File: src/hdl/os_pkg.sv
`default_nettype none

package os_pkg;

   localparam int SYMBOL_W     = 8;   // bits per 8b/10b symbol
   localparam int SYM_IDX_W    = 4;   // symbol index inside one ordered set
   localparam int TS_LEN       = 16;  // TS1 / TS2 length in symbols
   localparam int SHORT_OS_LEN = 4;   // SKP / EIOS length in symbols
   localparam int LANE_NUM_SYM = 2;   // lane number field of a training set

   localparam logic [SYMBOL_W-1:0] SYM_COM  = 8'hBC;  // K28.5 comma
   localparam logic [SYMBOL_W-1:0] SYM_PAD  = 8'hF7;  // K23.7
   localparam logic [SYMBOL_W-1:0] SYM_SKP  = 8'h1C;  // K28.0
   localparam logic [SYMBOL_W-1:0] SYM_EIDL = 8'h7C;  // K28.3
   localparam logic [SYMBOL_W-1:0] TS1_ID   = 8'h4A;  // D10.2
   localparam logic [SYMBOL_W-1:0] TS2_ID   = 8'h45;  // D5.2

   // opcode of the requested set, codes 4..7 all send idle data
   typedef enum logic [2:0] {
      OS_TS1  = 3'd0,
      OS_TS2  = 3'd1,
      OS_SKP  = 3'd2,
      OS_EIOS = 3'd3,
      OS_IDLE = 3'd4
   } os_type_e;

   // code 3 behaves like LANE_REV
   typedef enum logic [1:0] {
      LANE_PAD = 2'd0,
      LANE_SEQ = 2'd1,
      LANE_REV = 2'd2
   } lane_mode_e;

   typedef enum logic {
      SEQ_IDLE = 1'b0,
      SEQ_SEND = 1'b1
   } seq_state_e;

endpackage

`default_nettype wire

File: src/hdl/os_sequencer.sv
`timescale 1ns/1ps
`default_nettype none

module os_sequencer
   import os_pkg::*;
#(
   parameter int SYMBOLS_PER_CLK = 1
) (
   input  logic                 pclk,
   input  logic                 reset_n,
   input  logic                 start,
   input  os_type_e             os_type,
   input  logic [7:0]           link_number,
   input  logic [2:0]           rate,
   input  logic                 loopback,
   input  lane_mode_e           lane_mode,
   output logic                 busy,
   output logic                 finish,
   output logic                 beat_valid,
   output logic [SYM_IDX_W-1:0] sym_base,
   output os_type_e             cur_type,
   output logic [7:0]           link_reg,
   output logic [2:0]           rate_reg,
   output logic                 loopback_reg,
   output lane_mode_e           lane_mode_reg
);

   // symbols per beat in an index one bit wider
   localparam logic [SYM_IDX_W:0] STEP = (SYM_IDX_W + 1)'(SYMBOLS_PER_CLK);

   seq_state_e           state;
   logic [SYM_IDX_W:0]   set_len;    // symbols in the current set
   logic [SYM_IDX_W:0]   next_base;
   logic                 accept;
   logic                 last_beat;

   assign accept = start && (state == SEQ_IDLE);  // start while busy is dropped

   always_comb begin
      case (cur_type)
         OS_TS1, OS_TS2:  set_len = (SYM_IDX_W + 1)'(TS_LEN);
         OS_SKP, OS_EIOS: set_len = (SYM_IDX_W + 1)'(SHORT_OS_LEN);
         default:         set_len = STEP;  // idle is a single beat
      endcase
   end

   assign next_base = {1'b0, sym_base} + STEP;
   assign last_beat = (state == SEQ_SEND) && (next_base >= set_len);

   always_ff @(posedge pclk or negedge reset_n) begin
      if (!reset_n) begin
         state    <= SEQ_IDLE;
         sym_base <= '0;
         cur_type <= OS_IDLE;
         finish   <= 1'b0;
      end else begin
         finish <= last_beat;  // lines up with the last registered beat
         case (state)
            SEQ_IDLE: begin
               if (accept) begin
                  state    <= SEQ_SEND;
                  sym_base <= '0;
                  cur_type <= os_type;
               end
            end
            SEQ_SEND: begin
               sym_base <= next_base[SYM_IDX_W-1:0];
               if (last_beat) begin
                  state <= SEQ_IDLE;
               end
            end
         endcase
      end
   end

   // captured request fields
   always_ff @(posedge pclk or negedge reset_n) begin
      if (!reset_n) begin
         link_reg      <= '0;
         rate_reg      <= '0;
         loopback_reg  <= 1'b0;
         lane_mode_reg <= LANE_PAD;
      end else if (accept) begin
         link_reg      <= link_number;
         rate_reg      <= rate;
         loopback_reg  <= loopback;
         lane_mode_reg <= lane_mode;
      end
   end

   assign busy       = (state == SEQ_SEND);  // rises at the accepting edge
   assign beat_valid = (state == SEQ_SEND);  // packer registers this beat next edge

endmodule

`default_nettype wire

File: src/hdl/os_symbol_builder.sv
`timescale 1ns/1ps
`default_nettype none

module os_symbol_builder
   import os_pkg::*;
#(
   parameter int SYMBOLS_PER_CLK = 1
) (
   input  os_type_e                              cur_type,
   input  logic [SYM_IDX_W-1:0]                  sym_base,
   input  logic [7:0]                            link_reg,
   input  logic [2:0]                            rate_reg,
   input  logic                                  loopback_reg,
   output logic [SYMBOLS_PER_CLK*SYMBOL_W-1:0]   slot_byte,
   output logic [SYMBOLS_PER_CLK-1:0]            slot_k,
   output logic [SYMBOLS_PER_CLK-1:0]            slot_is_lane_num
);

   // fields shared by every symbol of a training set
   logic [SYMBOL_W-1:0] link_sym;
   logic                link_k;
   logic [SYMBOL_W-1:0] rate_byte;
   logic [SYMBOL_W-1:0] ctrl_byte;
   logic [SYMBOL_W-1:0] id_byte;

   assign link_sym  = (link_reg == 8'h00) ? SYM_PAD : link_reg;  // PAD when unassigned
   assign link_k    = (link_reg == 8'h00);
   assign ctrl_byte = loopback_reg ? 8'h04 : 8'h00;
   assign id_byte   = (cur_type == OS_TS2) ? TS2_ID : TS1_ID;

   always_comb begin
      case (rate_reg)
         3'd1:    rate_byte = 8'h02;
         3'd2:    rate_byte = 8'h04;
         3'd3:    rate_byte = 8'h08;
         3'd4:    rate_byte = 8'h10;
         default: rate_byte = 8'h20;
      endcase
   end

   for (genvar s = 0; s < SYMBOLS_PER_CLK; s++) begin : g_slot
      logic [SYM_IDX_W-1:0] idx;
      logic [SYMBOL_W-1:0]  sym_byte;
      logic                 sym_k;
      logic                 sym_lane;

      assign idx = sym_base + SYM_IDX_W'(s);  // symbol carried by this slot

      always_comb begin
         sym_byte = '0;
         sym_k    = 1'b0;
         sym_lane = 1'b0;
         case (cur_type)
            OS_TS1, OS_TS2: begin
               case (int'(idx))
                  0: begin
                     sym_byte = SYM_COM;
                     sym_k    = 1'b1;
                  end
                  1: begin
                     sym_byte = link_sym;
                     sym_k    = link_k;
                  end
                  LANE_NUM_SYM: begin
                     sym_byte = SYM_PAD;  // replaced per lane in the packer
                     sym_k    = 1'b1;
                     sym_lane = 1'b1;
                  end
                  3:       sym_byte = 8'h00;  // N_FTS
                  4:       sym_byte = rate_byte;
                  5:       sym_byte = ctrl_byte;
                  default: sym_byte = id_byte;
               endcase
            end
            OS_SKP: begin
               sym_byte = (idx == '0) ? SYM_COM : SYM_SKP;
               sym_k    = 1'b1;
            end
            OS_EIOS: begin
               sym_byte = (idx == '0) ? SYM_COM : SYM_EIDL;
               sym_k    = 1'b1;
            end
            default: begin
               sym_byte = '0;  // idle data
               sym_k    = 1'b0;
            end
         endcase
      end

      assign slot_byte[s*SYMBOL_W +: SYMBOL_W] = sym_byte;
      assign slot_k[s]                         = sym_k;
      assign slot_is_lane_num[s]               = sym_lane;
   end

endmodule

`default_nettype wire

File: src/hdl/os_lane_packer.sv
`timescale 1ns/1ps
`default_nettype none

module os_lane_packer
   import os_pkg::*;
#(
   parameter int LANES           = 16,
   parameter int SYMBOLS_PER_CLK = 1
) (
   input  logic                                        pclk,
   input  logic                                        reset_n,
   input  logic                                        beat_valid,
   input  lane_mode_e                                  lane_mode_reg,
   input  logic [SYMBOLS_PER_CLK*SYMBOL_W-1:0]         slot_byte,
   input  logic [SYMBOLS_PER_CLK-1:0]                  slot_k,
   input  logic [SYMBOLS_PER_CLK-1:0]                  slot_is_lane_num,
   output logic [LANES*SYMBOLS_PER_CLK*SYMBOL_W-1:0]   os_data,
   output logic [LANES*SYMBOLS_PER_CLK-1:0]            data_k,
   output logic [LANES*SYMBOLS_PER_CLK-1:0]            data_valid
);

   localparam int NSYM = LANES * SYMBOLS_PER_CLK;  // symbols per beat over all lanes

   logic [NSYM*SYMBOL_W-1:0] nxt_data;
   logic [NSYM-1:0]          nxt_k;

   for (genvar l = 0; l < LANES; l++) begin : g_lane
      logic [SYMBOL_W-1:0] num_byte;
      logic                num_k;

      always_comb begin
         case (lane_mode_reg)
            LANE_PAD: begin
               num_byte = SYM_PAD;
               num_k    = 1'b1;
            end
            LANE_SEQ: begin
               num_byte = SYMBOL_W'(l);
               num_k    = 1'b0;
            end
            default: begin
               num_byte = SYMBOL_W'(LANES - 1 - l);  // reversed numbering
               num_k    = 1'b0;
            end
         endcase
      end

      // slot s of lane l sits at symbol position s*LANES+l
      for (genvar s = 0; s < SYMBOLS_PER_CLK; s++) begin : g_slot
         localparam int POS = s * LANES + l;

         assign nxt_data[POS*SYMBOL_W +: SYMBOL_W] =
            slot_is_lane_num[s] ? num_byte : slot_byte[s*SYMBOL_W +: SYMBOL_W];
         assign nxt_k[POS] = slot_is_lane_num[s] ? num_k : slot_k[s];
      end
   end

   always_ff @(posedge pclk or negedge reset_n) begin
      if (!reset_n) begin
         os_data    <= '0;
         data_k     <= '0;
         data_valid <= '0;
      end else if (beat_valid) begin
         os_data    <= nxt_data;
         data_k     <= nxt_k;
         data_valid <= '1;
      end else begin
         os_data    <= '0;  // quiet bus between sets
         data_k     <= '0;
         data_valid <= '0;
      end
   end

endmodule

`default_nettype wire

File: src/hdl/os_gen_top.sv
`timescale 1ns/1ps
`default_nettype none

module os_gen_top
   import os_pkg::*;
#(
   parameter int LANES           = 16,  // 1 to 16
   parameter int SYMBOLS_PER_CLK = 1    // 1, 2 or 4
) (
   input  logic                                        pclk,
   input  logic                                        reset_n,
   input  logic                                        start,
   input  os_type_e                                    os_type,
   input  logic [7:0]                                  link_number,
   input  logic [2:0]                                  rate,
   input  logic                                        loopback,
   input  lane_mode_e                                  lane_mode,
   output logic                                        busy,
   output logic                                        finish,
   output logic [LANES*SYMBOLS_PER_CLK*SYMBOL_W-1:0]   os_data,
   output logic [LANES*SYMBOLS_PER_CLK-1:0]            data_k,
   output logic [LANES*SYMBOLS_PER_CLK-1:0]            data_valid
);

   logic                                beat_valid;
   logic [SYM_IDX_W-1:0]                sym_base;
   os_type_e                            cur_type;
   logic [7:0]                          link_reg;
   logic [2:0]                          rate_reg;
   logic                                loopback_reg;
   lane_mode_e                          lane_mode_reg;
   logic [SYMBOLS_PER_CLK*SYMBOL_W-1:0] slot_byte;
   logic [SYMBOLS_PER_CLK-1:0]          slot_k;
   logic [SYMBOLS_PER_CLK-1:0]          slot_is_lane_num;

   os_sequencer #(
      .SYMBOLS_PER_CLK (SYMBOLS_PER_CLK)
   ) u_sequencer (
      .pclk          (pclk),
      .reset_n       (reset_n),
      .start         (start),
      .os_type       (os_type),
      .link_number   (link_number),
      .rate          (rate),
      .loopback      (loopback),
      .lane_mode     (lane_mode),
      .busy          (busy),
      .finish        (finish),
      .beat_valid    (beat_valid),
      .sym_base      (sym_base),
      .cur_type      (cur_type),
      .link_reg      (link_reg),
      .rate_reg      (rate_reg),
      .loopback_reg  (loopback_reg),
      .lane_mode_reg (lane_mode_reg)
   );

   os_symbol_builder #(
      .SYMBOLS_PER_CLK (SYMBOLS_PER_CLK)
   ) u_symbol_builder (
      .cur_type         (cur_type),
      .sym_base         (sym_base),
      .link_reg         (link_reg),
      .rate_reg         (rate_reg),
      .loopback_reg     (loopback_reg),
      .slot_byte        (slot_byte),
      .slot_k           (slot_k),
      .slot_is_lane_num (slot_is_lane_num)
   );

   os_lane_packer #(
      .LANES           (LANES),
      .SYMBOLS_PER_CLK (SYMBOLS_PER_CLK)
   ) u_lane_packer (
      .pclk             (pclk),
      .reset_n          (reset_n),
      .beat_valid       (beat_valid),
      .lane_mode_reg    (lane_mode_reg),
      .slot_byte        (slot_byte),
      .slot_k           (slot_k),
      .slot_is_lane_num (slot_is_lane_num),
      .os_data          (os_data),
      .data_k           (data_k),
      .data_valid       (data_valid)
   );

endmodule

`default_nettype wire

File: config.mk
export PLATFORM = sky130hd
export DESIGN_NAME = os_gen_top
export DESIGN_NICKNAME = d
export VERILOG_FILES = /design/src/hdl/os_pkg.sv /design/src/hdl/os_sequencer.sv /design/src/hdl/os_symbol_builder.sv /design/src/hdl/os_lane_packer.sv /design/src/hdl/os_gen_top.sv
export SDC_FILE = /design/constraint.sdc
export NUM_CORES = 1
export LEC_CHECK = 0
export BUFFER_PORTS_ARGS = -buffer_cell sky130_fd_sc_hd__buf_4
export CORE_MARGIN = 3
export CORE_UTILIZATION = 45
export CTS_BUF_LIST = sky130_fd_sc_hd__clkbuf_8
export CTS_CLUSTER_DIAMETER = 30
export DETAILED_ROUTE_END_ITERATION = 7
export GPL_TIMING_DRIVEN = 0
export PLACE_DENSITY = 0.93
export SLEW_MARGIN = 15
export SYNTH_ARGS = -nofsm -noshare
export SYNTH_HDL_FRONTEND = slang
export SYNTH_SLANG_ARGS = --single-unit
File: constraint.sdc
create_clock -name pclk -period 2.39 [get_ports pclk]
set_input_delay 0.3585 -clock pclk [delete_from_list [all_inputs] [get_ports pclk]]
set_output_delay 0.3585 -clock pclk [all_outputs]
set_load 0.005 [all_outputs]
==> results.json, run 1 <==
{
  "tns_ns": 0,
  "outcome": "finished clean",
  "syn_nets": 348,
  "ys.warnings.count": 0,
  "synth_cells": 321,
  "finish.net_count": 536,
  "grt_max_degree": 38,
  "cts_resized": 0,
  "slew-limit-headroom": 0.672,
  "synth_largest_area_cell": "buf_4",
  "grt_pass1_wl_um": 12100,
  "rsz0062_at_grt": "no",
  "ctsRootBufferMaster": "clkbuf_8",
  "ys_top_cells_by_count": "buf_4 (146), dfrtp_1 (36), nor2_1 (14), a21oi_1 (9), mux2_2 (9)",
  "layout_min_cycle_time_ns": 1.97,
  "cts_sinks": 37,
  "skew_ns": 0.00224,
  "synth.cell_area_um2": 3060,
  "vias": 2653,
  "h-tree-depth": 2,
  "ctsHoldBuffers": 0,
  "whs_ns": 0.0127,
  "period_share": 0.824,
  "ys_seq_area_frac": 0.303,
  "die_area_um2": 7820,
  "syn2layout_area_growth_pct": 50.2,
  "io_buffers": 181,
  "crit_path_max_fanout": 6,
  "post-synth-top-count-cell": "buf_4",
  "synth-seq-cells": 37,
  "hpwlAfterDp_um": 6770,
  "hold_violations": 0,
  "arrival_ns": 2.13,
  "cts_tree": "built",
  "synthTopCellsByArea": "buf_4 (36%), dfrtp_1 (29%), mux2_2 (3.3%)",
  "cp-end-kind": "register",
  "diodes": 0,
  "ys.flop_type": "dfrtp_1",
  "max_freq_ghz": 0.508,
  "grt_overflow": 0,
  "p_per_area_nw_per_um2": 1350,
  "clkSlewWorstSetupHoldPaths_ns": 0.07,
  "drt-pass1-iter-count": 4,
  "grt_pass1_vias": 2446,
  "finalWirelength_um": 8110,
  "drive_gt1_frac": 0.698,
  "grt_use_total": 0.196,
  "drc_errors": 0,
  "globalplace.congestion": 0.895,
  "ctsLongestPathBuffers": 2,
  "fill_cells": 488,
  "wl_per_cell_um": 13.8,
  "drt_iter0_drc": 57,
  "antenna_found_initial": 0,
  "netlist-cell-type-count": 51,
  "maxCapViolCount": 0,
  "start_util": 0.473,
  "avgSynthCellArea_um2": 9.53,
  "largest_reg_flops": 12,
  "die_w_um": 88.4,
  "synth-async-reset-ratio": 1.00,
  "slew_viol_final": 0,
  "io_pins": 182,
  "hold_path.class": "input pin to async pin",
  "worst_pin_slew_ns": 0.492,
  "cts_buffers": 5,
  "worstSkewPairLatency_ns": 0.29,
  "worstSetupStartpointType": "register",
  "num_rows": 29,
  "postCtsSetupRepairBufs": 0,
  "antenna_left": 0,
  "setup_viol": 0,
  "cellLeakagePower_nw": 2.60,
  "synth_top_area_frac": 0.358,
  "synth_edf_count": 0,
  "required_ns": 2.55,
  "die_h_um": 88.4,
  "peakVddDrop_uv": 651,
  "core-area_um2": 6460,
  "criticalPathCategory": "register to register",
  "viasPerCell": 4.52
}
## critical path, cell delays in order, from the launching register on
cell	delay, ns
dfrtp_1	0.46
inv_1	0.10
ha_1	0.26
and3b_4	0.23
a32o_1	0.26
a2111oi_2	0.41
nor4_1	0.11
## placed cells by master, fill, tap and decap left out, types with 5 or more instances in the layout
cell type / instances
dfrtp_1: 36
buf_4: 327
mux2_1: 8
nand2_1: 7
o21ai_0: 7
nor2_1: 14
mux2_2: 9
clkbuf_8: 5
nor4_1: 5
ha_1: 7
a21oi_1: 9
inv_1: 9
## logic make-up (layout without fill, tap and decap cells)
family,count (synthesis),in the layout,synth area share
buffers and inverters,160,349,0.382
AND/OR/NAND/NOR,57,57,0.114
AO/OA/AOI/OAI,37,37,0.0900
flip-flops,37,37,0.303
multiplexers,20,20,0.0741
adder cells (fa/ha/maj),7,7,0.0286
XOR/XNOR,3,3,0.00859
## power breakdown
part           switching (mW)  internal, mW
clock                   0.204         0.194
sequential              0.484         0.921
combinational            1.61          2.77
## area by class of cell
cell class                      instances  area, um2  area share
Timing Repair Buffer                  181       1360       0.296
Clock buffer                            5       68.8      0.0150
Clock inverter                          3       11.3     0.00245
Inverter                                6       22.5     0.00490
Buffer                                154       1140       0.249
Tap cell                               77       96.3      0.0210
Sequential cell                        37        927       0.202
Multi-Input combinational cell        124        963       0.210
## path summary, 6_finish.rpt
path,from,endpoint,slack (ns),cells after the start
worst max-delay path,u_sequencer.sym_base[0],u_lane_packer.os_data[26],0.42,6
worst min-delay path,reset_n,u_sequencer.link_reg[0],0.01,1
worst max register to register,u_sequencer.sym_base[0],u_lane_packer.os_data[26],0.42,6
worst min register to register,u_sequencer.beat_valid,u_lane_packer.data_valid[14],0.48,0
max in group asynchronous,reset_n,u_sequencer.cur_type[2],2.03,1
min in group pclk,lane_mode[1],u_sequencer.lane_mode_reg[1],0.27,3
## stage by stage
stage               area (um2)  utilization  instances  setup WS, ns  power, mW
finish                    4590        0.711        587         0.421       6.19
global route              4590        0.711        587         0.253       6.69
CTS                       4590        0.711        587         0.407       6.25
detailed placement        4510        0.699        579         0.428       5.83
global placement          4510        0.699        579         0.468       5.66
floorplan                 3060            -        321         0.693       3.83
## layer usage
metal,GRT usage,vias up,part of all wire
met5,0,-,0
met4,0.0577,0,0.018
met3,0.0475,13,0.075
met2,0.368,114,0.55
met1,0.218,1215,0.36
li1,-,1311,-
Note: power is estimated with default switching activity, not from simulation.
==> run 2: changes to the inputs <==
Settings changed: CORE_UTILIZATION 45 to 41, PLACE_DENSITY 0.93 to 0.89.
Clock period 2.39 ns to 1.7 ns, I/O delays scaled along.
==> run 2 against run 1 <==
Against the previous run: the flow now finishes with violations (negative setup slack); critical path type unchanged; final cell count grew 4.4%; register-to-register slack got worse by 0.48 ns; highest routed layer unchanged; largest power group unchanged; critical endpoint is now u_sequencer.beat_valid; global-route usage shrank 1.4 points; power rose by 51%; largest cell class unchanged; core utilization shrank 2.4 points.
==> results.json, run 2 (synthesis gave the netlist of run 1 again) <==
{
  "crit_cells": 7,
  "final_common_cell": "buf_4",
  "grt_use_total": 0.182,
  "place_ws_ns": -0.222,
  "die_area_um2": 8530,
  "ctsRootBufferMaster": "clkbuf_8",
  "viasPerCell": 4.49,
  "ctsLongestPathBuffers": 2,
  "cellLeakagePower_nw": 2.65,
  "tns_ns": -0.0603,
  "critPathMaxStageDelay_ns": 0.36,
  "grt_overflow": 0,
  "layout_common_cells": "buf_4 (333), dfrtp_1 (34), nor2_1 (11)",
  "grt_pass1_vias": 2528,
  "syn2layout_area_growth_pct": 57.7,
  "globalplace.congestion": 0.900,
  "drt-pass1-iter-count": 5,
  "violations": "negative setup slack",
  "die_h_um": 92.4,
  "p_per_area_nw_per_um2": 1940,
  "worstSetupStartpointType": "register",
  "slew-limit-headroom": 0.680,
  "drt_iter0_drc": 205,
  "finalWirelength_um": 8540,
  "skew_ns": 0.00920,
  "die_w_um": 92.4,
  "worstPathCellList": "buf_2 -> nor2_4 -> inv_1 -> ha_1 -> o21ai_1 -> a31oi_1 -> nor2_1",
  "cpLargestDelayFamily": "compound AO/OA/AOI/OAI gates",
  "required_ns": 1.87,
  "antenna_left": 0,
  "peakVddDrop_uv": 1070,
  "cts_buffers": 5,
  "cp_slowest_cell": "dfrtp_1",
  "setup_viol": 1,
  "hpwlAfterDp_um": 6520,
  "grt_pass1_wl_um": 12700,
  "worstSkewPairLatency_ns": 0.30,
  "grt_max_degree": 38,
  "h-tree-depth": 2,
  "clkSlewWorstSetupHoldPaths_ns": 0.07,
  "setup_ws_ns": -0.0603,
  "maxCapViolCount": 0,
  "largest_reg_flops": 12,
  "arrival_ns": 1.93,
  "drc_errors": 0,
  "wl_per_cell_um": 13.9,
  "layout_min_cycle_time_ns": 1.76,
  "crit_path_max_fanout": 9,
  "start_util": 0.436,
  "io_pins": 182,
  "crit_buf_inv": 2,
  "rsz0062_at_grt": "yes",
  "period_share": 1.04,
  "diodes": 0,
  "worst_pin_slew_ns": 0.480,
  "num_rows": 30,
  "hold_path.class": "input pin to register",
  "core-area_um2": 7020,
  "cts_tree": "built",
  "reg2reg_depth": 7,
  "criticalPathCategory": "register to register",
  "finish.net_count": 543,
  "io_buffers": 181,
  "totalPowerFinal_mw": 9.35,
  "max_freq_ghz": 0.568,
  "cts_sinks": 37,
  "whs_ns": 0.175,
  "whs_path_depth": 2,
  "hold_violations": 0,
  "antenna_found_initial": 0,
  "outcome": "finished with violations",
  "cp-end-kind": "register",
  "drive_gt1_frac": 0.737,
  "vias": 2751,
  "slew_viol_final": 0
}
run 2: cell types whose count changed in the layout (fill, tap and decap cells not counted), sizes merged:
| cell | delta |
|---|---|
| buf | +6 |
| dlygate4sd3 | +1 |
| inv | -1 |
| clkbuf | +1 |
run 2: repair_timing:
action,CTS,global route
endpoints found under the setup margin,10,10
endpoints found under the hold margin,36,0
pin swaps,2,2
buffers inserted,3,3
hold buffers,1,0
resized for setup,15,15
run 2: final timing paths:
check                                        startpoint                            to  slack, ns
max in group asynchronous                       reset_n       u_sequencer.sym_base[0]       0.90
worst min-delay path                     link_number[6]       u_sequencer.link_reg[6]       0.18
worst max-delay path            u_sequencer.cur_type[1]        u_sequencer.beat_valid      -0.06
worst min register to register   u_sequencer.beat_valid  u_lane_packer.data_valid[14]       0.49
worst max register to register  u_sequencer.cur_type[1]        u_sequencer.beat_valid      -0.06
min in group asynchronous                       reset_n      u_sequencer.loopback_reg       0.45
run 2: final cells by class:
cell class	instances	area (um2)
Fill cell	509	2200
Sequential cell	37	930
Timing Repair Buffer	188	1410
Inverter	6	27.5
Tap cell	96	120
Clock inverter	2	7.51
Clock buffer	6	82.6
Multi-Input combinational cell	124	1090
Buffer	154	1140
run 2: through the flow:
step           instance area, um2   util  instances
4_1_cts                      4720  0.672        610
6_report                     4820  0.687        613
3_5_place_dp                 4540  0.646        598
2_1_floorplan                3060      -        321
3_3_place_gp                 4540  0.646        598
5_1_grt                      4820  0.687        613
run 2: power breakdown:
group	leakage, nW	internal (mW)	switching, mW
sequential	0.457	1.30	0.713
combinational	2.14	4.17	2.55
clock	0.0538	0.318	0.298
run 2: worst reg2reg max path: stages (launching register included):
cell,delay [ns]
dfrtp_1,0.36
buf_2,0.19
nor2_4,0.19
inv_1,0.12
ha_1,0.30
o21ai_1,0.09
a31oi_1,0.30
nor2_1,0.09
run 2: layer usage:
layer / wire length (um) / global-route usage / vias up
li1: - / - / 1327
met1: 2910 / 0.209 / 1236
met2: 4600 / 0.331 / 154
met3: 746 / 0.0471 / 34
met4: 279 / 0.0569 / 0
met5: 0 / 0 / -
